`config.mk`:
```
export PLATFORM = sky130hd
export DESIGN_NAME = lsu_execute
export DESIGN_NICKNAME = d
export VERILOG_FILES = /design/src/common/lsu_pkg.sv /design/src/design/lsu_execute.sv
export SDC_FILE = /design/constraint.sdc
export NUM_CORES = 1
export LEC_CHECK = 0
export BUFFER_PORTS_ARGS = -buffer_cell sky130_fd_sc_hd__buf_2
export CORE_MARGIN = 10
export CORE_UTILIZATION = 42
export DETAILED_ROUTE_END_ITERATION = 10
export GPL_TIMING_DRIVEN = 0
export HOLD_SLACK_MARGIN = 0.1
export PLACE_DENSITY_LB_ADDON = 0.25
export SYNTH_ARGS = -nofsm -noshare
export SYNTH_HDL_FRONTEND = slang
export SYNTH_SLANG_ARGS = --single-unit
```
`constraint.sdc`:
```
create_clock -name clk -period 4.6 [get_ports clk]
set_input_delay 0.92 -clock clk [delete_from_list [all_inputs] [get_ports clk]]
set_output_delay 0.92 -clock clk [all_outputs]
set_load 0.01 [all_outputs]
```
`src/common/lsu_pkg.sv`:
```
package lsu_pkg;

    typedef logic [31:0] word_t;
    typedef logic [4:0]  reg_addr_t;
    typedef logic [3:0]  mask_t;

    localparam int RAM_DEPTH   = 256;
    localparam int RAM_ADDR_W  = $clog2(RAM_DEPTH);
    localparam int LSU_LATENCY = 3;

    // cp0 status and cause field positions
    localparam int CP0_STATUS_IE  = 0;
    localparam int CP0_STATUS_EXL = 1;
    localparam int CP0_IM_LSB     = 8;
    localparam int CP0_IP_LSB     = 8;
    localparam int CP0_INT_W      = 8;

    // primary opcode field in inst[31:26]
    typedef enum logic [5:0] {
        OPC_SPECIAL = 6'h00,
        OPC_ADDI    = 6'h08,
        OPC_LB      = 6'h20,
        OPC_LH      = 6'h21,
        OPC_LW      = 6'h23,
        OPC_LBU     = 6'h24,
        OPC_LHU     = 6'h25,
        OPC_SB      = 6'h28,
        OPC_SH      = 6'h29,
        OPC_SW      = 6'h2b
    } opcode_e;

    // function field of SPECIAL in inst[5:0]
    typedef enum logic [5:0] {
        FN_SLL     = 6'h00,
        FN_SYSCALL = 6'h0c,
        FN_ADD     = 6'h20
    } funct_e;

    typedef enum logic [3:0] {
        OP_NOP,
        OP_ADD,
        OP_ADDI,
        OP_LB,
        OP_LBU,
        OP_LH,
        OP_LHU,
        OP_LW,
        OP_SB,
        OP_SH,
        OP_SW,
        OP_SYSCALL,
        OP_INVALID
    } oper_e;

    typedef enum logic [3:0] {
        EXC_NO           = 4'h0,
        EXC_INTERRUPT    = 4'h1,
        EXC_INVALID_INST = 4'h2,
        EXC_SYSCALL      = 4'h3,
        EXC_OV           = 4'h4,
        EXC_ADEL         = 4'h5,
        EXC_ADES         = 4'h6
    } excp_e;

    typedef struct packed {
        word_t inst;
        word_t rs_val;
        word_t rt_val;
    } issue_t;

    typedef struct packed {
        oper_e     oper;
        reg_addr_t dest;
        logic      wreg;
        word_t     imm;
        word_t     rs_val;
        word_t     rt_val;
    } decoded_t;

    typedef struct packed {
        oper_e     oper;
        logic      wreg;
        reg_addr_t dest;
        word_t     alu_res;
        word_t     mem_addr;
        word_t     store_src;
        logic      ov;
    } executed_t;

    typedef struct packed {
        logic      wreg;
        reg_addr_t dest;
        word_t     wdata;
        excp_e     excp;
    } result_t;

endpackage

```
`src/design/lsu_execute.sv`:
```
`timescale 1ns/1ns

module lsu_execute
    import lsu_pkg::*;
(
    input  logic      clk,
    input  logic      reset_i,
    input  logic      dec_valid_i,
    input  decoded_t  dec_i,
    output logic      exe_valid_o,
    output executed_t exe_o
);

    logic      is_arith;
    word_t     op_b;
    word_t     sum;
    executed_t exe_d;

    assign is_arith = (dec_i.oper == OP_ADD) || (dec_i.oper == OP_ADDI);

    // add uses rt, everything else takes the immediate
    assign op_b = (dec_i.oper == OP_ADD) ? dec_i.rt_val : dec_i.imm;
    assign sum  = dec_i.rs_val + op_b;

    always_comb begin
        exe_d.oper      = dec_i.oper;
        exe_d.wreg      = dec_i.wreg;
        exe_d.dest      = dec_i.dest;
        exe_d.alu_res   = sum;
        exe_d.mem_addr  = dec_i.rs_val + dec_i.imm;
        exe_d.store_src = dec_i.rt_val;
        // same operand signs, different result sign
        exe_d.ov        = is_arith && (dec_i.rs_val[31] == op_b[31])
                          && (sum[31] != dec_i.rs_val[31]);
    end

    always_ff @(posedge clk) begin
        if (reset_i) begin
            exe_valid_o <= 1'b0;
        end else begin
            exe_valid_o <= dec_valid_i;
        end
    end

    always_ff @(posedge clk) begin
        if (dec_valid_i) begin
            exe_o <= exe_d;
        end
    end

endmodule

```
### Word-level counts from Yosys, hierarchy flattened

Index checks and enable logic that the tools add are counted.

* $add $sub $neg: 2
* equal/unequal tests: 4
* muxes and demuxes: 1
* reduce and logical (&&, ||, !) cells: 3

Operators by type and width (count)
* $add 32x32->32: 2
* $mux 32: 1
* $eq 4x1->1 const B: 1
* $eq 4x2->1 const B: 1
* $logic_and 1x1->1: 2
* $eq 1x1->1: 1
* $logic_or 1x1->1: 1
* $ne 1x1->1: 1

* register bits: 108
* bits of input ports: 109
* output and inout bits: 108
* word-level logic and storage cells: 18

### Depth between registers and ports, before layout

* word-level depth: 5
* gate-level depth with buffers: 13
* gate-level depth less buffers: 12

### Worst setup path after synthesis

Ideal clock, no wire load.

* path type: input port to flip-flop
* start point: in dec_i[103] (netlist bit)
* end point: reg exe_o[93] (netlist bit), data pin
* library setup time: 256 ps
* data arrival time: 3822 ps
* data required time: 4344 ps
* path slack: 522 ps
* cell stages on the path: 13
* buffers on the path: 1
* path through: nor4b_2 -> clkbuf_1 -> mux2_2 -> ha_1 -> inv_1 -> fa_1 -> nand2b_1 -> a21oi_1 -> o21a_2 -> a21oi_4 -> o41ai_4 -> nand4_1 -> and4b_1

RTL lines
* from (decl): RTL line lsu_execute.sv:9 `input decoded_t dec_i,`
* to (signal assigned): RTL line lsu_execute.sv:47 `exe_o <= exe_d;`
* to (decl): RTL line lsu_execute.sv:11 `output executed_t exe_o`

==> results.cfg <==
[status]
outcome = finished clean

[power]
power.total_w = 0.00295
p_leak_nw = 3.88
powerDensity_nw_per_um2 = 330
ir_drop_uv = 179

[final_layout]
syn2layout_area_growth_pct = 23.4
fillers = 1599
multi_input_comb_area_um2 = 3810
drive_above_1_share = 0.340
design_area_um2 = 8960
register_area_um2 = 3230
finalNetCount = 1044

[placed_design]
portBuffers = 216
hpwl_um = 17400
dpl_cell_area_um2 = 8650
finalWeightedCongestion = 0.944

[clocking]
cts_setup_buffers = 0
cts_sinks = 108
cts_buffer_depth = 2
clockRootBuffer = clkbuf_16
clk_transition_reported_paths_ns = 0.07
cts_tree = done
cts_made_buffers = 9
h-tree-depth = 3

[timing]
holdWs_ns = 0.717
finalHoldViolations = 0
fmax_mhz = 230
setup_viol = 0
worstMarginPinSlew_ns = 0.714
finalCritPeriodShare = 0.946
finalMaxSlewViolations = 0
max_slew_margin = 0.524
min_period_ns = 4.35
setup-tns-final_ns = 0

[routing]
drt-total-wl_um = 21100
drt_iter0_drc = 299
wl_per_cell_um = 19.1
final_antenna_net_count = 0
drtPass1Iterations = 6
vias = 5837
drc = 0
vias_per_cell = 5.29

[yosys]
synth_mux_area_frac = 0.0536
synth-seq-area-share = 0.446
synth-compound-area-share = 0.182
synth_cells = 643
syn_area_um2 = 7260
synth-main-ff-cell = edfxtp_1
syn_nets = 816
yosys_warnings = 0
synth.distinct_cells = 77
synth_seq_cells = 108
synth_simple_gate_area_frac = 0.110
synth-edff-count = 107
synth_top_family_by_area = compound AO/OA/AOI/OAI gates
yosys.area_share.adder = 0.112
synth_xor_area_frac = 0.0664
async_flop_share = 0
syn_avg_cell_area_um2 = 11.3

[global_route]
antenna_found_initial = 5
grt_overflow = 0
grt_pass1_vias = 5802
grt_pass1_wl_um = 31400
grt_use_total = 0.179
grt_max_degree = 60

[worst_setup_path]
start_kind = input port
worstSetupEndpointType = flip-flop
critPathKind = input port to flip-flop
crit_start = dec_i[104]
crit_end = exe_o[92]
cp.required_ns = 4.79
cp_max_fo = 10
arrival_ns = 4.54

[die]
initial_core_util = 0.424
ios = 217
dieArea_um2 = 22900
rows = 48
core_area_um2 = 17100
die_width_um = 151
die_y_um = 151

[worst_hold_path]
hold_path.class = input port to flip-flop

[job]
drv_cap = 0
[per-stage QoR]
stage / instances / worst slack (ns) / util
floorplan: 643 / 0.522 / -
global placement: 1084 / -0.674 / 0.504
detailed placement: 1085 / -0.704 / 0.505
CTS: 1101 / 0.152 / 0.523
global route: 1103 / -0.00187 / 0.523
finish: 1104 / 0.246 / 0.523
[power breakdown]
part	total, W	internal [W]	switching (W)
registers	0.00128	0.00125	0.0000306
logic	0.000895	0.000379	0.000517
clock network	0.000778	0.000423	0.000355
[final cells by class]
| class | count | share of cell area |
|---|---|---|
| inverters | 20 | 0.00838 |
| flip-flops and latches | 108 | 0.361 |
| multi-input cells | 491 | 0.426 |
| diodes | 3 | 0.000838 |
| clock buffers | 10 | 0.0256 |
| clock inverters | 6 | 0.00698 |
| plain buffers | 24 | 0.0163 |
| repair buffers | 217 | 0.124 |
| well taps | 225 | 0.0314 |
[flip-flops by register name (all words and copies together), names as in the netlist]
| register | cells |
|---|---|
| exe_o | 107 |
| exe_valid_o | 1 |
[layout by cell type, fill, tap and decap left out, types with 5 or more instances in the layout]
master	Yosys	final
a211oi_1	8	8
a21o_1	32	32
a21oi_1	56	56
a31oi_1	11	11
and3_1	6	6
and4_1	5	5
buf_2	3	218
clkbuf_1	14	13
clkbuf_16	0	9
edfxtp_1	107	107
ha_1	62	62
inv_1	19	19
mux2_2	31	31
nand2_1	37	37
nand2b_1	6	6
nand3_1	14	14
nand4_1	11	11
nor2_1	29	29
nor2b_1	9	9
nor3_1	7	7
o211ai_1	5	5
o21a_1	8	8
o21ai_0	25	25
o21bai_1	5	5
xnor2_1	38	38
xor2_1	17	17
[Yosys cell counts (3+ instances only)]
master	count	area (um^2)
a2111oi_0	4	35.0
a211oi_1	8	60.1
a21o_1	32	240
a21oi_1	56	280
a31oi_1	11	68.8
and2_1	3	18.8
and3_1	6	37.5
and4_1	5	43.8
buf_2	3	15.0
buf_6	4	45.0
clkbuf_1	14	52.6
edfxtp_1	107	3210
ha_1	62	776
inv_1	19	71.3
mux2_2	31	349
mux2i_1	4	40.0
nand2_1	37	139
nand2b_1	6	37.5
nand3_1	14	70.1
nand4_1	11	68.8
nor2_1	29	109
nor2b_1	9	56.3
nor3_1	7	35.0
nor4_1	3	18.8
o211ai_1	5	37.5
o21a_1	8	60.1
o21ai_0	25	125
o21ai_1	4	20.0
o21bai_1	5	37.5
xnor2_1	38	333
xor2_1	17	149
[kinds of logic (layout without fill, tap and decap cells)]
family / count (synthesis) / count (layout)
AO/OA/AOI/OAI: 189 / 189
AND/OR/NAND/NOR: 148 / 148
flip-flops: 108 / 108
adder cells (fa/ha/maj): 64 / 64
XOR/XNOR: 55 / 55
buffers and inverters: 44 / 277
multiplexers: 35 / 35
other: 0 / 3
[worst max-delay path, stage by stage]
cell and delay (ns):
buf_2 0.13, nor4b_4 0.57, buf_1 0.53, mux2_2 0.40, ha_1 0.34, a21o_1 0.20
a21oi_1 0.19, a21oi_1 0.13, o21ai_0 0.42, nand3_1 0.25, and4_1 0.26, nor3_1 0.20
[metal layers]
layer / up-vias / global-route usage / routed length [um] / share of wire
met1: 2714 / 0.231 / 9300 / 0.44
met3: 27 / 0.0394 / 1370 / 0.065
met5: - / 0 / 29 / 0.0014
met4: 4 / 0.0640 / 420 / 0.020
met2: 163 / 0.289 / 9970 / 0.47
li1: 2929 / - / - / -
[timing repair]
item,CTS,global route
pin swaps,0,1
resized for setup,2,1
setup endpoints to repair,16,1
hold buffers,0,0
[how the worst min path moves through the flow]
stage / startpoint / to / slack, ns / depth (start not counted)
2_1_floorplan: reset_i / exe_valid_o / 0.99 / 1
3_3_place_gp: reset_i / exe_valid_o / 1.08 / 2
3_5_place_dp: reset_i / exe_valid_o / 1.08 / 2
4_1_cts: reset_i / exe_valid_o / 0.70 / 2
5_1_grt: reset_i / exe_valid_o / 0.70 / 2
6_report: reset_i / exe_valid_o / 0.72 / 2
Power figures use the tool's default switching activity.
