[src/common/lsu_pkg.sv]
package lsu_pkg;

    typedef logic [31:0] word_t;
    typedef logic [4:0]  reg_addr_t;
    typedef logic [3:0]  mask_t;

    localparam int RAM_DEPTH   = 256;
    localparam int RAM_ADDR_W  = $clog2(RAM_DEPTH);
    localparam int LSU_LATENCY = 3;

    // cp0 status and cause field positions
    localparam int CP0_STATUS_IE  = 0;
    localparam int CP0_STATUS_EXL = 1;
    localparam int CP0_IM_LSB     = 8;
    localparam int CP0_IP_LSB     = 8;
    localparam int CP0_INT_W      = 8;

    // primary opcode field in inst[31:26]
    typedef enum logic [5:0] {
        OPC_SPECIAL = 6'h00,
        OPC_ADDI    = 6'h08,
        OPC_LB      = 6'h20,
        OPC_LH      = 6'h21,
        OPC_LW      = 6'h23,
        OPC_LBU     = 6'h24,
        OPC_LHU     = 6'h25,
        OPC_SB      = 6'h28,
        OPC_SH      = 6'h29,
        OPC_SW      = 6'h2b
    } opcode_e;

    // function field of SPECIAL in inst[5:0]
    typedef enum logic [5:0] {
        FN_SLL     = 6'h00,
        FN_SYSCALL = 6'h0c,
        FN_ADD     = 6'h20
    } funct_e;

    typedef enum logic [3:0] {
        OP_NOP,
        OP_ADD,
        OP_ADDI,
        OP_LB,
        OP_LBU,
        OP_LH,
        OP_LHU,
        OP_LW,
        OP_SB,
        OP_SH,
        OP_SW,
        OP_SYSCALL,
        OP_INVALID
    } oper_e;

    typedef enum logic [3:0] {
        EXC_NO           = 4'h0,
        EXC_INTERRUPT    = 4'h1,
        EXC_INVALID_INST = 4'h2,
        EXC_SYSCALL      = 4'h3,
        EXC_OV           = 4'h4,
        EXC_ADEL         = 4'h5,
        EXC_ADES         = 4'h6
    } excp_e;

    typedef struct packed {
        word_t inst;
        word_t rs_val;
        word_t rt_val;
    } issue_t;

    typedef struct packed {
        oper_e     oper;
        reg_addr_t dest;
        logic      wreg;
        word_t     imm;
        word_t     rs_val;
        word_t     rt_val;
    } decoded_t;

    typedef struct packed {
        oper_e     oper;
        logic      wreg;
        reg_addr_t dest;
        word_t     alu_res;
        word_t     mem_addr;
        word_t     store_src;
        logic      ov;
    } executed_t;

    typedef struct packed {
        logic      wreg;
        reg_addr_t dest;
        word_t     wdata;
        excp_e     excp;
    } result_t;

endpackage

[src/design/lsu_decode.sv]
`timescale 1ns/1ns

module lsu_decode
    import lsu_pkg::*;
(
    input  logic     clk,
    input  logic     reset_i,
    input  logic     issue_valid_i,
    input  issue_t   issue_i,
    output logic     dec_valid_o,
    output decoded_t dec_o
);

    logic [5:0]  opcode;
    logic [5:0]  funct;
    reg_addr_t   rt_field;
    reg_addr_t   rd_field;
    logic [15:0] imm16;
    decoded_t    dec_d;

    assign opcode   = issue_i.inst[31:26];
    assign rt_field = issue_i.inst[20:16];
    assign rd_field = issue_i.inst[15:11];
    assign imm16    = issue_i.inst[15:0];
    assign funct    = issue_i.inst[5:0];

    always_comb begin
        dec_d.oper   = OP_INVALID;
        dec_d.wreg   = 1'b0;
        dec_d.dest   = rt_field;
        dec_d.imm    = {{16{imm16[15]}}, imm16};
        dec_d.rs_val = issue_i.rs_val;
        dec_d.rt_val = issue_i.rt_val;
        case (opcode)
            OPC_SPECIAL: begin
                case (funct)
                    // sll decodes as a nop
                    FN_SLL: dec_d.oper = OP_NOP;
                    FN_SYSCALL: dec_d.oper = OP_SYSCALL;
                    FN_ADD: begin
                        dec_d.oper = OP_ADD;
                        dec_d.wreg = 1'b1;
                        dec_d.dest = rd_field;
                    end
                    default: dec_d.oper = OP_INVALID;
                endcase
            end
            OPC_ADDI: begin
                dec_d.oper = OP_ADDI;
                dec_d.wreg = 1'b1;
            end
            OPC_LB: begin
                dec_d.oper = OP_LB;
                dec_d.wreg = 1'b1;
            end
            OPC_LBU: begin
                dec_d.oper = OP_LBU;
                dec_d.wreg = 1'b1;
            end
            OPC_LH: begin
                dec_d.oper = OP_LH;
                dec_d.wreg = 1'b1;
            end
            OPC_LHU: begin
                dec_d.oper = OP_LHU;
                dec_d.wreg = 1'b1;
            end
            OPC_LW: begin
                dec_d.oper = OP_LW;
                dec_d.wreg = 1'b1;
            end
            OPC_SB: dec_d.oper = OP_SB;
            OPC_SH: dec_d.oper = OP_SH;
            OPC_SW: dec_d.oper = OP_SW;
            default: dec_d.oper = OP_INVALID;
        endcase
    end

    always_ff @(posedge clk) begin
        if (reset_i) begin
            dec_valid_o <= 1'b0;
        end else begin
            dec_valid_o <= issue_valid_i;
        end
    end

    always_ff @(posedge clk) begin
        if (issue_valid_i) begin
            dec_o <= dec_d;
        end
    end

endmodule

[config.mk]
export PLATFORM = sky130hd
export DESIGN_NAME = lsu_decode
export DESIGN_NICKNAME = d
export VERILOG_FILES = /design/src/common/lsu_pkg.sv /design/src/design/lsu_decode.sv
export SDC_FILE = /design/constraint.sdc
export NUM_CORES = 1
export LEC_CHECK = 0
export BUFFER_PORTS_ARGS = -buffer_cell sky130_fd_sc_hd__buf_2
export CORE_MARGIN = 2
export CORE_UTILIZATION = 45
export DETAILED_ROUTE_END_ITERATION = 10
export PLACE_DENSITY = 0.85
export SLEW_MARGIN = 40
export SYNTH_ARGS = -nofsm -noshare
export SYNTH_HDL_FRONTEND = slang
export SYNTH_SLANG_ARGS = --single-unit
[constraint.sdc]
create_clock -name clk -period 3.6 [get_ports clk]
set_clock_uncertainty 0.2 [all_clocks]
set_input_delay 0.72 -clock clk [delete_from_list [all_inputs] [get_ports clk]]
set_output_delay 0.72 -clock clk [all_outputs]
set_load 0.005 [all_outputs]
After elaboration in Yosys (flattened, before gate mapping). Index checks and enable logic that the tools add are counted.

Equality and inequality tests: 11. Multiplexer cells: 5. Reductions and logical operators: 3.

Operators by type and width (number): == test 6 bit, second input constant (9); case mux 4 bit (10 select lines) (1); == test 6 x 4 -> 1 bit, second input constant (2); zero test 6 bit (2); case mux 4 bit (3 select lines) (1); two-way mux 6 bit (1); OR reduction 6 bit (1); two-way mux 5 bit (1); case mux 1 bit (2 select lines) (1).

Register bits: 91. Bits of input ports: 99. Output and inout port bits: 107.

Longest topological paths before layout.
Depth after elaboration: 3. Mapped depth: 4. Mapped depth without buffers: 4.

Worst setup path before layout. OpenSTA, ideal clock, no wires.

Path type: input to register. Start point: input port issue_i[95] (netlist name). End point: register dec_o[100] (netlist name) (data pin). Library setup time: 0.260 ns. Arrival: 1.806 ns. Data required time: 3.140 ns. Slack: 1.335 ns. Stages: 4. Buffers on the path: 0. Cell sequence: nor4_4 -> nand2_4 -> nor3_4 -> mux2_2.

RTL lines: start, declared (RTL line lsu_decode.sv:9) `input issue_t issue_i,`; end signal, assigned (RTL line lsu_decode.sv:89) `dec_o <= dec_d;`; end, declared (RTL line lsu_decode.sv:11) `output decoded_t dec_o`.

==> impl_metrics.toml <==
[setup_path]
cpPeakStageDelay_ns = 0.40
critical_path_class = "in -> reg"
setup.worst_path.end_class = "flip-flop"
cpMaxStageDelayCell = "sky130_fd_sc_hd__nor4_4"
worstPathMaxFanout = 6
worstSetupStartpointType = "input pin"
critical_path_start = "issue_i[95]"
crit_required_ns = 3.49
crit_family = "simple AND/OR/NAND/NOR gates"
arrival_time_at_the_worst_endpoint_ns = 2.11
timing.critical_path.buf_inv = 1
cells_along_the_critical_path = "buf_2 -> nor4_4 -> nand2_4 -> nor3_4 -> mux2_2"

[synth]
post_synth_mux_area_share_pct = 1.81
synth_top_family_by_area = "simple AND/OR/NAND/NOR gates"
synth-seq-area-share_pct = 87.4
synth_compound_area_share_pct = 2.29
ys_seq_elements = 91
post_synth_xor_area_fraction_pct = 0
mappedNetlistNets = 246
synth_simple_gate_area_share_pct = 4.38
syn-mean-instance-area_sq_um = 21.2
instance_count_of_the_mapped_netlist = 147
yosysWarnings = 0
synth_area_sq_um = 3110
post_synth_fa_ha_maj_area_fraction_pct = 0
synth.lib_cells_used.distinct = 23

[clock_network]
postCtsResizedCells = 0
cts.root.buffer_cell = "sky130_fd_sc_hd__clkbuf_8"
cts_num_sinks = 91
postCtsSetupRepairBufs = 0
ctsHtreeMaxLevel = 3
cts_tree = "built"
cts_made_buffers = 9
cts.hold.buffers_added = 0
clk_path_buf_depth = 2
clk_pin_slew_ns = 0.09

[detailed_routing]
wl_um = 6430
drt_iter0_markers = 93
drt_pre_antenna_iters = 4
drt-vias-per-instance = 4.67
drt-wirelength-per-cell_um = 15.0
final_antenna_net_count = 0
route.vias.total = 1997
drc_errors = 0

[floorplanning]
fp.coreArea_sq_um = 6760
design.portCount = 206
die-area_sq_um = 7600
standard_cell_row_count = 30
chipHeight_um = 87.2
initial_utilization_pct = 46.1
die-width_um = 87.2

[min_path]
number_of_cells_traversed_by_the_worst_hold_path = 2
holdCritPathClass = "in -> reg"
timing.hold.worst_endpoint = "dec_valid_o"
hold_start = "reset_i"

[place]
gp_routability_congestion = 0.810
port_buffers = 200
hpwl_um = 4870

[sta]
final_setup_violation_count = 0
timing.max_slew.rel_slack_pct = 69.5
rsz0062_at_grt = "no"
hold_viol = 0
worst_slew_pin_slew_ns = 0.458
layout_worst_path_cycle_share_pct = 61.7
drv_slew = 0
max_freq_mhz = 450
period_needed_ns = 2.22
timing.setup.tns_ns = 0

[pwr]
total_leakage_power_nw = 1.88
pwr_density_cell_nw_per_um2 = 486
peakVddDrop_mv = 0.254
p_total_mw = 2.09

[run_status]
run_status = "complete, no violations"

[grt]
grt-ovfl-total = 0
vias_in_the_first_global_route = 1912
grt_use_total_pct = 16.4
grt_pass1_wl_um = 9270
maximum_number_of_pins_on_one_net_before_global_route_repair = 92
number_of_antenna_violations_at_the_first_check_in_global_routing = 0

[finish]
n_antenna_cell = 0
nFillCells = 498
postLayoutCoreUtil_pct = 63.6
syn2layout_area_growth_pct = 37.9
drive_above_1_share_pct = 64.7
multi_input_area_sq_um = 264
seq_area_sq_um = 2720
net_total_in_the_final_layout = 442

[run]
drv.max_cap_violation_count = 0
-- state kept, by name, indices dropped and copies added (netlist names) --
signal       cells
dec_o           90
dec_valid_o      1
-- synth_stat cells --
master	instances	area share (%)
sky130_fd_sc_hd__buf_4	16	3.9
sky130_fd_sc_hd__nand3_1	1	0.16
sky130_fd_sc_hd__o311ai_0	1	0.28
sky130_fd_sc_hd__o221ai_1	1	0.28
sky130_fd_sc_hd__mux2_2	5	1.8
sky130_fd_sc_hd__inv_1	2	0.24
sky130_fd_sc_hd__nor3_4	1	0.52
sky130_fd_sc_hd__o21bai_1	1	0.24
sky130_fd_sc_hd__and3_1	1	0.20
sky130_fd_sc_hd__nor2_1	5	0.60
sky130_fd_sc_hd__nor2b_1	1	0.20
sky130_fd_sc_hd__dfxtp_1	1	0.64
sky130_fd_sc_hd__edfxtp_1	90	87
sky130_fd_sc_hd__o22ai_1	1	0.20
sky130_fd_sc_hd__nor4_4	1	0.68
sky130_fd_sc_hd__o21ai_0	3	0.48
sky130_fd_sc_hd__or3_1	1	0.20
sky130_fd_sc_hd__nor3_1	2	0.32
sky130_fd_sc_hd__nand2_1	4	0.48
sky130_fd_sc_hd__nand2_4	1	0.36
sky130_fd_sc_hd__a21oi_1	5	0.80
sky130_fd_sc_hd__nand2b_1	2	0.40
sky130_fd_sc_hd__or2b_1	1	0.24
-- cells by family after synthesis --
| family | after synthesis |
|---|---|
| AND/OR/NAND/NOR | 21 |
| buffers and inverters | 18 |
| flip-flops | 91 |
| multiplexers | 5 |
| AO/OA/AOI/OAI | 12 |
-- power breakdown --
part | internal [mW] | switching, mW | leakage, nW
clock | 0.270 | 0.343 | 0.0924
combinational | 0.104 | 0.0946 | 0.903
sequential | 1.25 | 0.0219 | 0.889
total | 1.63 | 0.460 | 1.88
-- worst max-delay path by stage --
stage / to / slack (ns) / cells past startpoint
finish: dec_o[101] / 1.38 / 5
global route: dec_o[101] / 1.30 / 5
CTS: dec_o[101] / 1.37 / 5
detailed placement: dec_o[101] / 0.99 / 5
global placement: dec_o[99] / 1.06 / 5
floorplan: dec_o[100] / 1.33 / 4
-- cell usage in the layout, fill, tap and decap left out, drive strengths merged, types with 2 or more instances in the layout --
| master | n |
|---|---|
| nand2b | 2 |
| nor3 | 3 |
| clkbuf | 10 |
| inv | 3 |
| mux2 | 5 |
| buf | 201 |
| edfxtp | 90 |
| a21oi | 5 |
| nor2 | 5 |
| nand2 | 5 |
| o21ai | 3 |
| clkinv | 4 |
-- stage by stage --
step / hold WS, ns / instance area, sq um / setup slack [ns] / instances
finish: 0.319 / 4300 / 1.38 / 428
global route: 0.304 / 4300 / 1.30 / 428
CTS: 0.307 / 4300 / 1.37 / 428
detailed placement: 0.684 / 4120 / 0.991 / 412
global placement: 0.686 / 4120 / 1.06 / 412
floorplan: 0.592 / 3110 / 1.33 / 147
-- per-layer routing --
layer  track usage [%]  vias up  part of all wire (%)
li1                  -      942                     -
met1              17.7      941                    35
met2              29.7      106                    55
met3              5.40        8                   8.8
met4              6.29        0                   1.1
met5                 0        -                     0
-- area by class of cell --
class,instances,area share [%]
Tap cell,80,2.33
Inverter,2,0.175
Clock inverter,6,0.932
Sequential cell,91,63.4
Multi-Input combinational cell,38,6.15
Clock buffer,10,3.20
Timing Repair Buffer,201,23.8
Note: power is estimated with default switching activity, not from simulation.
