--- config.mk ---
export PLATFORM = sky130hd
export DESIGN_NAME = mem_stage
export DESIGN_NICKNAME = d
export VERILOG_FILES = /design/src/common/lsu_pkg.sv /design/src/mem/mem_stage.sv
export SDC_FILE = /design/constraint.sdc
export NUM_CORES = 1
export LEC_CHECK = 0
export CAP_MARGIN = 40
export CORE_AREA = 3 3 121 123
export DETAILED_ROUTE_END_ITERATION = 8
export DIE_AREA = 0 0 124 126
export DONT_BUFFER_PORTS = 1
export PLACE_DENSITY = 0.39
export SLEW_MARGIN = 20
export SYNTH_ARGS = -nofsm -noshare
export SYNTH_HDL_FRONTEND = slang
export SYNTH_SLANG_ARGS = --single-unit
export TNS_END_PERCENT = 10
--- constraint.sdc ---
create_clock -name clk -period 2.4 [get_ports clk]
set_input_delay 0.36 -clock clk [delete_from_list [all_inputs] [get_ports clk]]
set_output_delay 0.36 -clock clk [all_outputs]
set_load 0.05 [all_outputs]
--- src/common/lsu_pkg.sv ---
package lsu_pkg;

    typedef logic [31:0] word_t;
    typedef logic [4:0]  reg_addr_t;
    typedef logic [3:0]  mask_t;

    localparam int RAM_DEPTH   = 256;
    localparam int RAM_ADDR_W  = $clog2(RAM_DEPTH);
    localparam int LSU_LATENCY = 3;

    // cp0 status and cause field positions
    localparam int CP0_STATUS_IE  = 0;
    localparam int CP0_STATUS_EXL = 1;
    localparam int CP0_IM_LSB     = 8;
    localparam int CP0_IP_LSB     = 8;
    localparam int CP0_INT_W      = 8;

    // primary opcode field in inst[31:26]
    typedef enum logic [5:0] {
        OPC_SPECIAL = 6'h00,
        OPC_ADDI    = 6'h08,
        OPC_LB      = 6'h20,
        OPC_LH      = 6'h21,
        OPC_LW      = 6'h23,
        OPC_LBU     = 6'h24,
        OPC_LHU     = 6'h25,
        OPC_SB      = 6'h28,
        OPC_SH      = 6'h29,
        OPC_SW      = 6'h2b
    } opcode_e;

    // function field of SPECIAL in inst[5:0]
    typedef enum logic [5:0] {
        FN_SLL     = 6'h00,
        FN_SYSCALL = 6'h0c,
        FN_ADD     = 6'h20
    } funct_e;

    typedef enum logic [3:0] {
        OP_NOP,
        OP_ADD,
        OP_ADDI,
        OP_LB,
        OP_LBU,
        OP_LH,
        OP_LHU,
        OP_LW,
        OP_SB,
        OP_SH,
        OP_SW,
        OP_SYSCALL,
        OP_INVALID
    } oper_e;

    typedef enum logic [3:0] {
        EXC_NO           = 4'h0,
        EXC_INTERRUPT    = 4'h1,
        EXC_INVALID_INST = 4'h2,
        EXC_SYSCALL      = 4'h3,
        EXC_OV           = 4'h4,
        EXC_ADEL         = 4'h5,
        EXC_ADES         = 4'h6
    } excp_e;

    typedef struct packed {
        word_t inst;
        word_t rs_val;
        word_t rt_val;
    } issue_t;

    typedef struct packed {
        oper_e     oper;
        reg_addr_t dest;
        logic      wreg;
        word_t     imm;
        word_t     rs_val;
        word_t     rt_val;
    } decoded_t;

    typedef struct packed {
        oper_e     oper;
        logic      wreg;
        reg_addr_t dest;
        word_t     alu_res;
        word_t     mem_addr;
        word_t     store_src;
        logic      ov;
    } executed_t;

    typedef struct packed {
        logic      wreg;
        reg_addr_t dest;
        word_t     wdata;
        excp_e     excp;
    } result_t;

endpackage

--- src/mem/mem_stage.sv ---
`timescale 1ns/1ns

module mem_stage
    import lsu_pkg::*;
(
    input  logic      clk,
    input  logic      reset_i,

    input  logic      exe_valid_i,
    input  executed_t exe_i,

    input  word_t     cp0_status_i,
    input  word_t     cp0_cause_i,

    input  word_t     ram_rdata_i,
    output word_t     ram_addr_o,
    output word_t     ram_wdata_o,
    output mask_t     ram_mask_o,
    output logic      ram_we_o,

    output logic      result_valid_o,
    output result_t   result_o
);

    logic [1:0]  lane;
    logic [7:0]  rd_byte;
    logic [15:0] rd_half;
    logic        int_pend;
    logic        is_load;
    logic        is_store;
    logic        misalign;
    mask_t       mask;
    word_t       store_data;
    word_t       wdata;
    excp_e       excp;
    result_t     res_d;

    assign lane    = exe_i.mem_addr[1:0];
    assign rd_byte = ram_rdata_i[8*lane +: 8];
    assign rd_half = lane[1] ? ram_rdata_i[31:16] : ram_rdata_i[15:0];

    // interrupt pending on an enabled line while not at exception level
    assign int_pend = (|(cp0_cause_i[CP0_IP_LSB +: CP0_INT_W]
                         & cp0_status_i[CP0_IM_LSB +: CP0_INT_W]))
                      && !cp0_status_i[CP0_STATUS_EXL]
                      && cp0_status_i[CP0_STATUS_IE];

    // lane select, extension and store replication
    always_comb begin
        is_load    = 1'b0;
        is_store   = 1'b0;
        misalign   = 1'b0;
        mask       = 4'b0000;
        store_data = exe_i.store_src;
        wdata      = exe_i.alu_res;
        case (exe_i.oper)
            OP_LB: begin
                is_load = 1'b1;
                mask    = 4'b0001 << lane;
                wdata   = {{24{rd_byte[7]}}, rd_byte};
            end
            OP_LBU: begin
                is_load = 1'b1;
                mask    = 4'b0001 << lane;
                wdata   = {24'b0, rd_byte};
            end
            OP_LH: begin
                is_load  = 1'b1;
                misalign = lane[0];
                mask     = lane[1] ? 4'b1100 : 4'b0011;
                wdata    = {{16{rd_half[15]}}, rd_half};
            end
            OP_LHU: begin
                is_load  = 1'b1;
                misalign = lane[0];
                mask     = lane[1] ? 4'b1100 : 4'b0011;
                wdata    = {16'b0, rd_half};
            end
            OP_LW: begin
                is_load  = 1'b1;
                misalign = |lane;
                mask     = 4'b1111;
                wdata    = ram_rdata_i;
            end
            OP_SB: begin
                is_store   = 1'b1;
                mask       = 4'b0001 << lane;
                store_data = {4{exe_i.store_src[7:0]}};
            end
            OP_SH: begin
                is_store   = 1'b1;
                misalign   = lane[0];
                mask       = lane[1] ? 4'b1100 : 4'b0011;
                store_data = {2{exe_i.store_src[15:0]}};
            end
            OP_SW: begin
                is_store = 1'b1;
                misalign = |lane;
                mask     = 4'b1111;
            end
            default: begin
            end
        endcase
    end

    // highest priority first
    always_comb begin
        if (int_pend) begin
            excp = EXC_INTERRUPT;
        end else if (exe_i.oper == OP_INVALID) begin
            excp = EXC_INVALID_INST;
        end else if (exe_i.oper == OP_SYSCALL) begin
            excp = EXC_SYSCALL;
        end else if (exe_i.ov) begin
            excp = EXC_OV;
        end else if (is_load && misalign) begin
            excp = EXC_ADEL;
        end else if (is_store && misalign) begin
            excp = EXC_ADES;
        end else begin
            excp = EXC_NO;
        end
    end

    assign ram_addr_o  = exe_i.mem_addr;
    assign ram_wdata_o = store_data;
    assign ram_mask_o  = mask;
    assign ram_we_o    = exe_valid_i && is_store && (excp == EXC_NO);

    always_comb begin
        res_d.wreg  = exe_i.wreg && (excp == EXC_NO);
        res_d.dest  = exe_i.dest;
        res_d.wdata = wdata;
        res_d.excp  = excp;
    end

    always_ff @(posedge clk) begin
        if (reset_i) begin
            result_valid_o <= 1'b0;
        end else begin
            result_valid_o <= exe_valid_i;
        end
    end

    always_ff @(posedge clk) begin
        if (exe_valid_i) begin
            result_o <= res_d;
        end
    end

endmodule

# After elaboration in Yosys (flattened, before gate mapping)
# Index checks and enable logic that the tools add are counted.
totals:
  reg_bits: 43
  latch_bits: 0
  ramBits: 0
  romBits: 0
  input_bits: 206
  out_inout_bits: 112
  word_cells: 48
  n_memories: 0
classes:
  add_sub_neg: 0
  n_mul: 0
  n_div: 0
  order_cmp: 0
  n_eq_ne: 10
  shift: 2
  n_mux: 14
  n_bitwise: 1
  n_reduce_logical: 16
ops:
  columns: ["op", "n"]
  rows:
  - ["32-bit case mux with 5 select lines", 1]
  - ["32-bit case mux with 2 select lines", 1]
  - ["32-bit by 6-bit variable part select with 8-bit output", 1]
  - ["4-bit == test, second input constant", 5]
  - ["3-bit 2-to-1 mux", 6]
  - ["4-bit by 3-bit == test with 1-bit output, second input constant", 4]
  - ["16-bit 2-to-1 mux", 1]
  - ["4-bit case mux with 3 select lines", 1]
  - ["3-bit OR reduction", 3]
  - ["8-bit AND", 1]
  - ["8-bit OR reduction", 1]
  - ["1-bit logical AND", 7]
  - ["5-bit OR reduction", 1]
  - ["4-bit by 2-bit == test with 1-bit output, second input constant", 1]
  - ["4-bit zero test", 1]
  - ["4-bit 2-to-1 mux", 1]
  - ["2-bit OR reduction", 2]
  - ["1-bit by 2-bit left shift with 4-bit output, first input constant", 1]
  - ["1-bit 2-to-1 mux", 2]
  - ["1-bit case mux with 2 select lines", 1]
  - ["1-bit zero test", 1]

# Depth between registers and ports, before layout
# Gate-level depths: netlist (run 1).
depth:
  word_depth: 12
  depth_mapped: 7
  mapped_depth_nobuf: 5

# Worst setup path before layout (run 1)
# Ideal clock, no wire load.
synth_timing:
  kind: "input to output"
  startpoint: "in exe_i[104] in the netlist's numbering"
  endpoint: "out ram_we_o"
  t_arrival_ps: 2850
  setup_slack_ps: -810
  stages: 6
  n_path_buf: 1
  cell_sequence: "buf_2 or3b_1 a21bo_2 nor2_1 a21oi_1 nor4b_1"
synth_via:
  elab_chain_cells: 12
  elab_cells_between_ends: 28
synth_lines:
  columns: ["element", "line", "rtl"]
  rows:
  - ["from (decl)", "mem_stage.sv:10", "input executed_t exe_i,"]
  - ["4-bit by 3-bit == test with 1-bit output / 4-bit == test (equally long branches)", "mem_stage.sv:56", "case (exe_i.oper)"]
  - ["3-bit OR reduction (no source line) / 2-bit OR reduction (equally long branches)", null, null]
  - ["1-bit case mux with 2 select lines / 1-bit 2-to-1 mux (equally long branches)", "mem_stage.sv:56", null]
  - ["1-bit logical AND", "mem_stage.sv:118", "end else if (is_store && misalign) begin"]
  - ["3-bit 2-to-1 mux", "mem_stage.sv:118", null]
  - ["3-bit 2-to-1 mux", "mem_stage.sv:116", "end else if (is_load && misalign) begin"]
  - ["3-bit 2-to-1 mux", "mem_stage.sv:114", "end else if (exe_i.ov) begin"]
  - ["3-bit 2-to-1 mux", "mem_stage.sv:112", "end else if (exe_i.oper == OP_SYSCALL) begin"]
  - ["3-bit 2-to-1 mux", "mem_stage.sv:110", "end else if (exe_i.oper == OP_INVALID) begin"]
  - ["3-bit 2-to-1 mux", "mem_stage.sv:108", "if (int_pend) begin"]
  - ["4-bit zero test", "mem_stage.sv:128", "assign ram_we_o = exe_valid_i && is_store && (excp == EXC_NO);"]
  - ["1-bit logical AND *", "mem_stage.sv:128", null]
  - ["to (decl)", "mem_stage.sv:19", "output logic ram_we_o,"]
# Mark *: on every way between the ends. The rest lies on a longest branch, timed or not.

# Worst setup path in the final report (run 1)
layout_timing:
  startpoint: "in exe_i[103] in the netlist's numbering"
  endpoint: "out ram_we_o"
# The elaborated chain is that of the path after synthesis.

==> metrics.md, run 1 <==
| Metric | Value |
|---|---|
| Yosys warns | 0 |
| Crit Path Max Fanout | 25 |
| Post-place instance area | 3189 µm² |
| Port Buffers | 0 |
| Util after Layout | 24.16% |
| First drt pass iteration count | 5 |
| Residual DRC count | 0 |
| Largest net degree at the start of global routing | 44 |
| Max Cap Violations | 0 |
| Number of fillers in the final layout | 1534 |
| Startpoint types | input pin |
| Final setup vio count | 0 |
| Max Used Layer | met4 |
| Worst Hold End | result_valid_o |
| Peak VDD IR | 0.2092 mV |
| Total power | 2.276 mW |
| Die ar. | 15620 µm² |
| Static Leakage | 1.140 nW |
| Top area cells in the synthesized netlist | edfxtp_1, buf_4, a21oi_1 |
| Wire length on met2 | 6273 µm |
| Headroom to the max-slew limit | 60.61% |
| Switching share of power | 37.16% |
| Syn_nets | 555 |
| Fmax | 505.5 MHz |
| NetSw | 845.8 µW |
| Distinct cell type count after synthesis | 53 |
| Hold crit path type | input pin to register |
| Slew Limit Fails | 0 |
| WP data required | 2.04 ns |
| Period utilization | 82.43% |
| Total track usage | 14.51% |
| RSZ-0062 raised after global routing | no |
| Final Hold Fails | 0 |
| Post-route ant nets | 0 |
| Number of synthesized flops with an enable pin | 41 |
| CTS Hold Bufs | 0 |
| Int Pwr | 1.430 mW |
| Area share of the largest cell type after synthesis | 38.04% |
| Met1 Wirelength | 4193 µm |
| Number of DRC markers in iteration 0 | 179 |
| Core area | 13770 µm² |
| Post-synth top area cell | edfxtp_1 |
| GR Overflow Total | 0 |
| CP Capture Type | output pin |
| Total CTS buffers | 5 |
| Cell family with most CP delay | simple AND/OR/NAND/NOR gates |
| Dpl cells | 486 |
| Wire per inst | 24.70 µm |
| H-Tree Level Count | 2 |
| Sequential Power Share | 51.8% |
| Design area | 3328 µm² |
| Slowest stage delay, CP | 0.38 ns |
| Register area share after synthesis | 38.65% |
| Critical Path AT | 1.62 ns |
| Via density | 5.213 |
| CP cell instances | or3b_1 > a21bo_2 > nor2_1 > a21oi_1 > nor4b_4 > buf_4 |
| Syn-to-layout area delta | 2.822% |
| Worst Slack Setup Final | 0.4217 ns |
| Routed WL | 12200 µm |
| Share of layout cells above drive strength 1 | 19.75% |
| Clock group share of total power | 28.7% |
| Fin Hold WS | 0.1434 ns |
| Synthesized flop and latch total | 42 |
| Worst-path clk slew | 0.06 ns |
| Initial antenna violation count | 0 |
| Slowest stage cell on the critical path | or3b_1 |
| Num Clock Sinks | 42 |
| Dpl hpwl | 9500 µm |
| Critical path buffers and inverters | 1 |
| Number of global-route vias before repair | 2567 |
| Synth Instances | 349 |
| Top_reg_cell synth | edfxtp_1 |
| Fin Setup TNS | 0 ns |
| Async set or reset register ratio after synthesis | 0% |
| Nets | 519 |
| Via count | 2575 |
| Met3 wire len | 1408 µm |
| Die W | 124 µm |
| Post_cts resized | 0 |
| Hold path cells | 1 |
| Comb pwr share | 19.5% |
| Syn Area/Cell | 9.275 µm² |
| N_diodes | 0 |
| CTS tree | yes |
| Std-Cell Rows | 43 |
| Die height | 126 µm |
| Clock Root Buffer | clkbuf_16 |
| Syn Std Cell Area | 3237 µm² |
| Measured slew at the worst slew-check pin | 0.5901 ns |
| Status | finished, final reports clean |
| Pre-CTS worst setup slack | 0.4133 ns |
| Post-CTS setup buffer count | 0 |
| First-pass GRT wire length | 16770 µm |
| Hold_sp | reset_i |
| Min cycle time layout | 1.978 ns |
| WS Path Type | input pin to output pin |
| Max clock buf depth | 2 |
| GP Congestion | 0.7381 |
| Post-route insts no fill | 494 |
| Power density cells | 683.9 nW/µm² |
| Initial Util | 23.50% |
| I/O pin count | 318 |
-- area by class of cell --
cell class / instances / area (µm²) / share of cell area [%]
flip-flops and latches: 42 / 1251 / 37.59
clock buffers: 6 / 128.9 / 3.872
inverters: 7 / 26.28 / 0.7895
multi-input cells: 239 / 1551 / 46.62
repair buffers: 18 / 135.1 / 4.060
clock inverters: 2 / 10.01 / 0.3008
well taps: 180 / 225.2 / 6.767
-- cell usage after synthesis (4+ instances only) --
master     number
mux2_2         19
o21ai_0         7
buf_2           6
buf_6           4
a31oi_1         5
a22oi_1        14
inv_1           6
nor2_1         53
a21oi_1        50
nor2_2          4
buf_4          43
a2bb2oi_1       5
nand2_1        23
edfxtp_1       41
clkbuf_1        7
mux2i_1        16
-- routing by layer --
layer	GRT usage [%]	vias to the layer above
li1	-	1158
met1	15.27	1197
met2	26.82	187
met3	4.580	33
met5	0	-
met4	4.897	0
-- flip-flops by register name, indices dropped and copies added (netlist names) --
| register | cells |
|---|---|
| result_valid_o | 1 |
| result_o | 41 |
-- kinds of logic (layout without fill, tap and decap cells) --
| kind of cell | Yosys count | count (layout) | share of synthesized area, % |
|---|---|---|---|
| multiplexers | 36 | 36 | 12.25 |
| flip-flops | 42 | 42 | 38.65 |
| adder cells (fa/ha/maj) | 1 | 1 | 0.3479 |
| AO/OA/AOI/OAI | 101 | 101 | 19.87 |
| XOR/XNOR | 1 | 1 | 0.2706 |
| AND/OR/NAND/NOR | 99 | 99 | 14.46 |
| other | 1 | 1 | 0.1159 |
| buffers and inverters | 68 | 33 | 14.03 |
-- worst max path at each step --
stage	end	startpoint	cells past startpoint	slack (ns)
floorplan	ram_mask_o[3]	exe_i[104]	6	-0.1
global placement	ram_we_o	exe_i[103]	6	0.42
detailed placement	ram_we_o	exe_i[103]	6	0.41
CTS	ram_we_o	exe_i[103]	6	0.40
global route	ram_we_o	exe_i[103]	6	0.34
finish	ram_we_o	exe_i[103]	6	0.42
-- power by group through the flow --
| stage | Sequential (mW) | Combinational (mW) | Clock (mW) |
|---|---|---|---|
| finish | 1.18 | 0.444 | 0.654 |
| global placement | 1.19 | 0.445 | 0 |
| floorplan | 1.18 | 0.564 | 0 |
| global route | 1.19 | 0.476 | 0.705 |
| detailed placement | 1.20 | 0.447 | 0 |
| CTS | 1.18 | 0.448 | 0.680 |
-- layout by cell type, fill, tap and decap left out, types with 6 or more instances in the layout --
master	instances
nor2_1	51
nand2_1	23
a21oi_1	50
mux2i_1	16
mux2_2	19
o21ai_0	6
buf_4	18
edfxtp_1	41
nor2_2	6
inv_1	6
a22oi_1	14
(Power assumes the default switching activity.)
==> run 2, diff against run 1 <==
clock period = 1.9 ns   (was 2.4 ns; I/O delays follow)
==> metrics.md, run 2 (synthesized netlist as in run 1, its figures left out) <==
| Metric | Value |
|---|---|
| Util after Layout | 25.93% (+1.8 points) |
| Die height | 126 µm (unchanged) |
| Max clock buf depth | 2 (unchanged) |
| Clock Root Buffer | clkbuf_16 |
| Measured slew at the worst slew-check pin | 0.5305 ns (-0.05968 ns) |
| Post-route insts no fill | 500 (+1.2%) |
| Final setup vio count | 0 (unchanged) |
| First drt pass iteration count | 4 (-1) |
| Via density | 5.170 (-0.82%) |
| Dpl hpwl | 9167 µm (-3.5%) |
| H-Tree Level Count | 2 (unchanged) |
| Slew Limit Fails | 0 (unchanged) |
| Dpl cells | 492 (+1.2%) |
| Max Cap Violations | 0 (unchanged) |
| Crit Path Max Fanout | 25 (unchanged) |
| Residual DRC count | 0 (unchanged) |
| Critical Path AT | 1.54 ns (-0.08 ns) |
| Final Hold Fails | 0 (unchanged) |
| Design area | 3571 µm² (+7.3%) |
| Switching share of power | 33.92% (-3.2 points) |
| N_diodes | 0 (unchanged) |
| Slowest stage delay, CP | 0.38 ns (about the same) |
| Period utilization | 96.26% |
| Startpoint types | input pin |
| Largest register FFs | 41 (unchanged) |
| Die W | 124 µm (unchanged) |
| Most frequent cells in the layout | nor2_1, a21oi_1, edfxtp_1, nand2_1, mux2_2 |
| WS Path Type | input pin to output pin |
| Number of global-route vias before repair | 2543 (-0.93%) |
| GR Overflow Total | 0 (unchanged) |
| Post-route ant nets | 0 (unchanged) |
| Fmax | 546.8 MHz |
| Slowest stage cell on the critical path | or3b_4 |
| Sequential Power Share | 46.4% (-5.4 points) |
| Share of layout cells above drive strength 1 | 24.69% (+4.9 points) |
| Comb pwr share | 18.8% (-0.7 points) |
| CP Capture Type | output pin |
| Post-place instance area | 3372 µm² (+5.7%) |
| CP cell instances | or3b_4 > a21bo_2 > nor2_2 > a21oi_1 > nor4b_4 > buf_12 |
| Largest Register | result_o |
| Total CTS buffers | 5 (unchanged) |
| Wire per inst | 23.36 µm (-5.4%) |
| Status | finished, final reports clean |
| Min cycle time layout | 1.829 ns |
| Num Clock Sinks | 42 (unchanged) |
| Clock group share of total power | 34.8% (+6.1 points) |
| Worst-path clk slew | 0.06 ns (about the same) |
| Die ar. | 15620 µm² (unchanged) |
| Int Pwr | 2.119 mW (+48%) |
| First-pass GRT wire length | 16440 µm (-2.0%) |
| Total track usage | 14.10% (-0.41 points) |
| Fin Setup TNS | 0 ns (unchanged) |
| Number of fillers in the final layout | 1496 (-2.5%) |
| I/O pin count | 318 (unchanged) |
| Headroom to the max-slew limit | 64.17% (+3.6 points) |
| GP Congestion | 0.6736 (-8.7%) |
| Cell family with most CP delay | simple AND/OR/NAND/NOR gates |
| Core area | 13770 µm² (unchanged) |
| Initial antenna violation count | 0 (unchanged) |
| Peak VDD IR | 0.3206 mV (+53%) |
| CTS Hold Bufs | 0 (unchanged) |
| Hold crit path type | input pin to register |
| Port Buffers | 0 (unchanged) |
| Nets | 525 (+1.2%) |
| Critical path buffers and inverters | 1 (unchanged) |
| Number of DRC markers in iteration 0 | 143 (-20%) |
| Routed WL | 11680 µm (-4.3%) |
| Power density cells | 898.0 nW/µm² (+31%) |
| Total power | 3.207 mW (+41%) |
| CTS tree | yes |
| Initial Util | 23.50% (unchanged) |
| WP data required | 1.62 ns (-0.42 ns) |
| NetSw | 1.088 mW (+29%) |
| Via count | 2585 (+0.39%) |
| Largest regs | result_o: 41 flops, result_valid_o: 1 flops |
| Largest net degree at the start of global routing | 44 (unchanged) |
| Most common cell after layout, fill and taps aside | nor2_1 |
| Syn-to-layout area delta | 10.32% |
| Std-Cell Rows | 43 (unchanged) |
| Static Leakage | 1.232 nW (+8.0%) |
==> run 2: per-layer routing <==
metal / vias up / share of wire (%) / global-route usage (%) / wire (µm)
met5: - / 0 / 0 / 0
met4: 0 / 2.6 / 5.412 / 307
met3: 34 / 10 / 4.311 / 1183
met2: 163 / 52 / 25.33 / 6042
met1: 1218 / 36 / 15.28 / 4147
li1: 1170 / - / - / -
==> run 2: worst paths after layout <==
kind | start | end | depth (start not counted)
max | exe_i[103] | ram_we_o | 6
min | reset_i | result_valid_o | 1
==> run 2: cell type report <==
| class | count | area, µm² | area share [%] |
|---|---|---|---|
| multi-input combinational | 239 | 1594 | 44.64 |
| sequential | 42 | 1251 | 35.04 |
| timing repair buffer | 24 | 280.3 | 7.849 |
| tap | 180 | 225.2 | 6.307 |
| clock buffer | 5 | 125.1 | 3.504 |
| clock inverter | 3 | 68.82 | 1.927 |
| inverter | 7 | 26.28 | 0.7358 |
==> run 2: metrics by stage <==
stage | setup WS (ns) | hold slack (ns)
3_3_place_gp | 0.06129 | 0.3593
3_5_place_dp | 0.07479 | 0.3621
4_1_cts | 0.06867 | 0.05512
2_1_floorplan | -0.1764 | 0.3566
5_1_grt | -0.002028 | 0.05178
6_report | 0.07104 | 0.06315
==> run 2: what timing repair did <==
item                                    CTS  global route
resized for setup                         0             2
setup buffers                             0             0
endpoints found under the hold margin     0             0
endpoints found under the setup margin    0             1
==> run 2: power groups by stage <==
stage                     Clock (mW)  Combinational [mW]  Sequential [mW]
after floorplan                    0               0.724             1.49
after global placement             0               0.607             1.51
after detailed placement           0               0.610             1.51
after CTS                       1.15               0.612             1.49
after global routing            1.17               0.650             1.50
final                           1.12               0.602             1.49
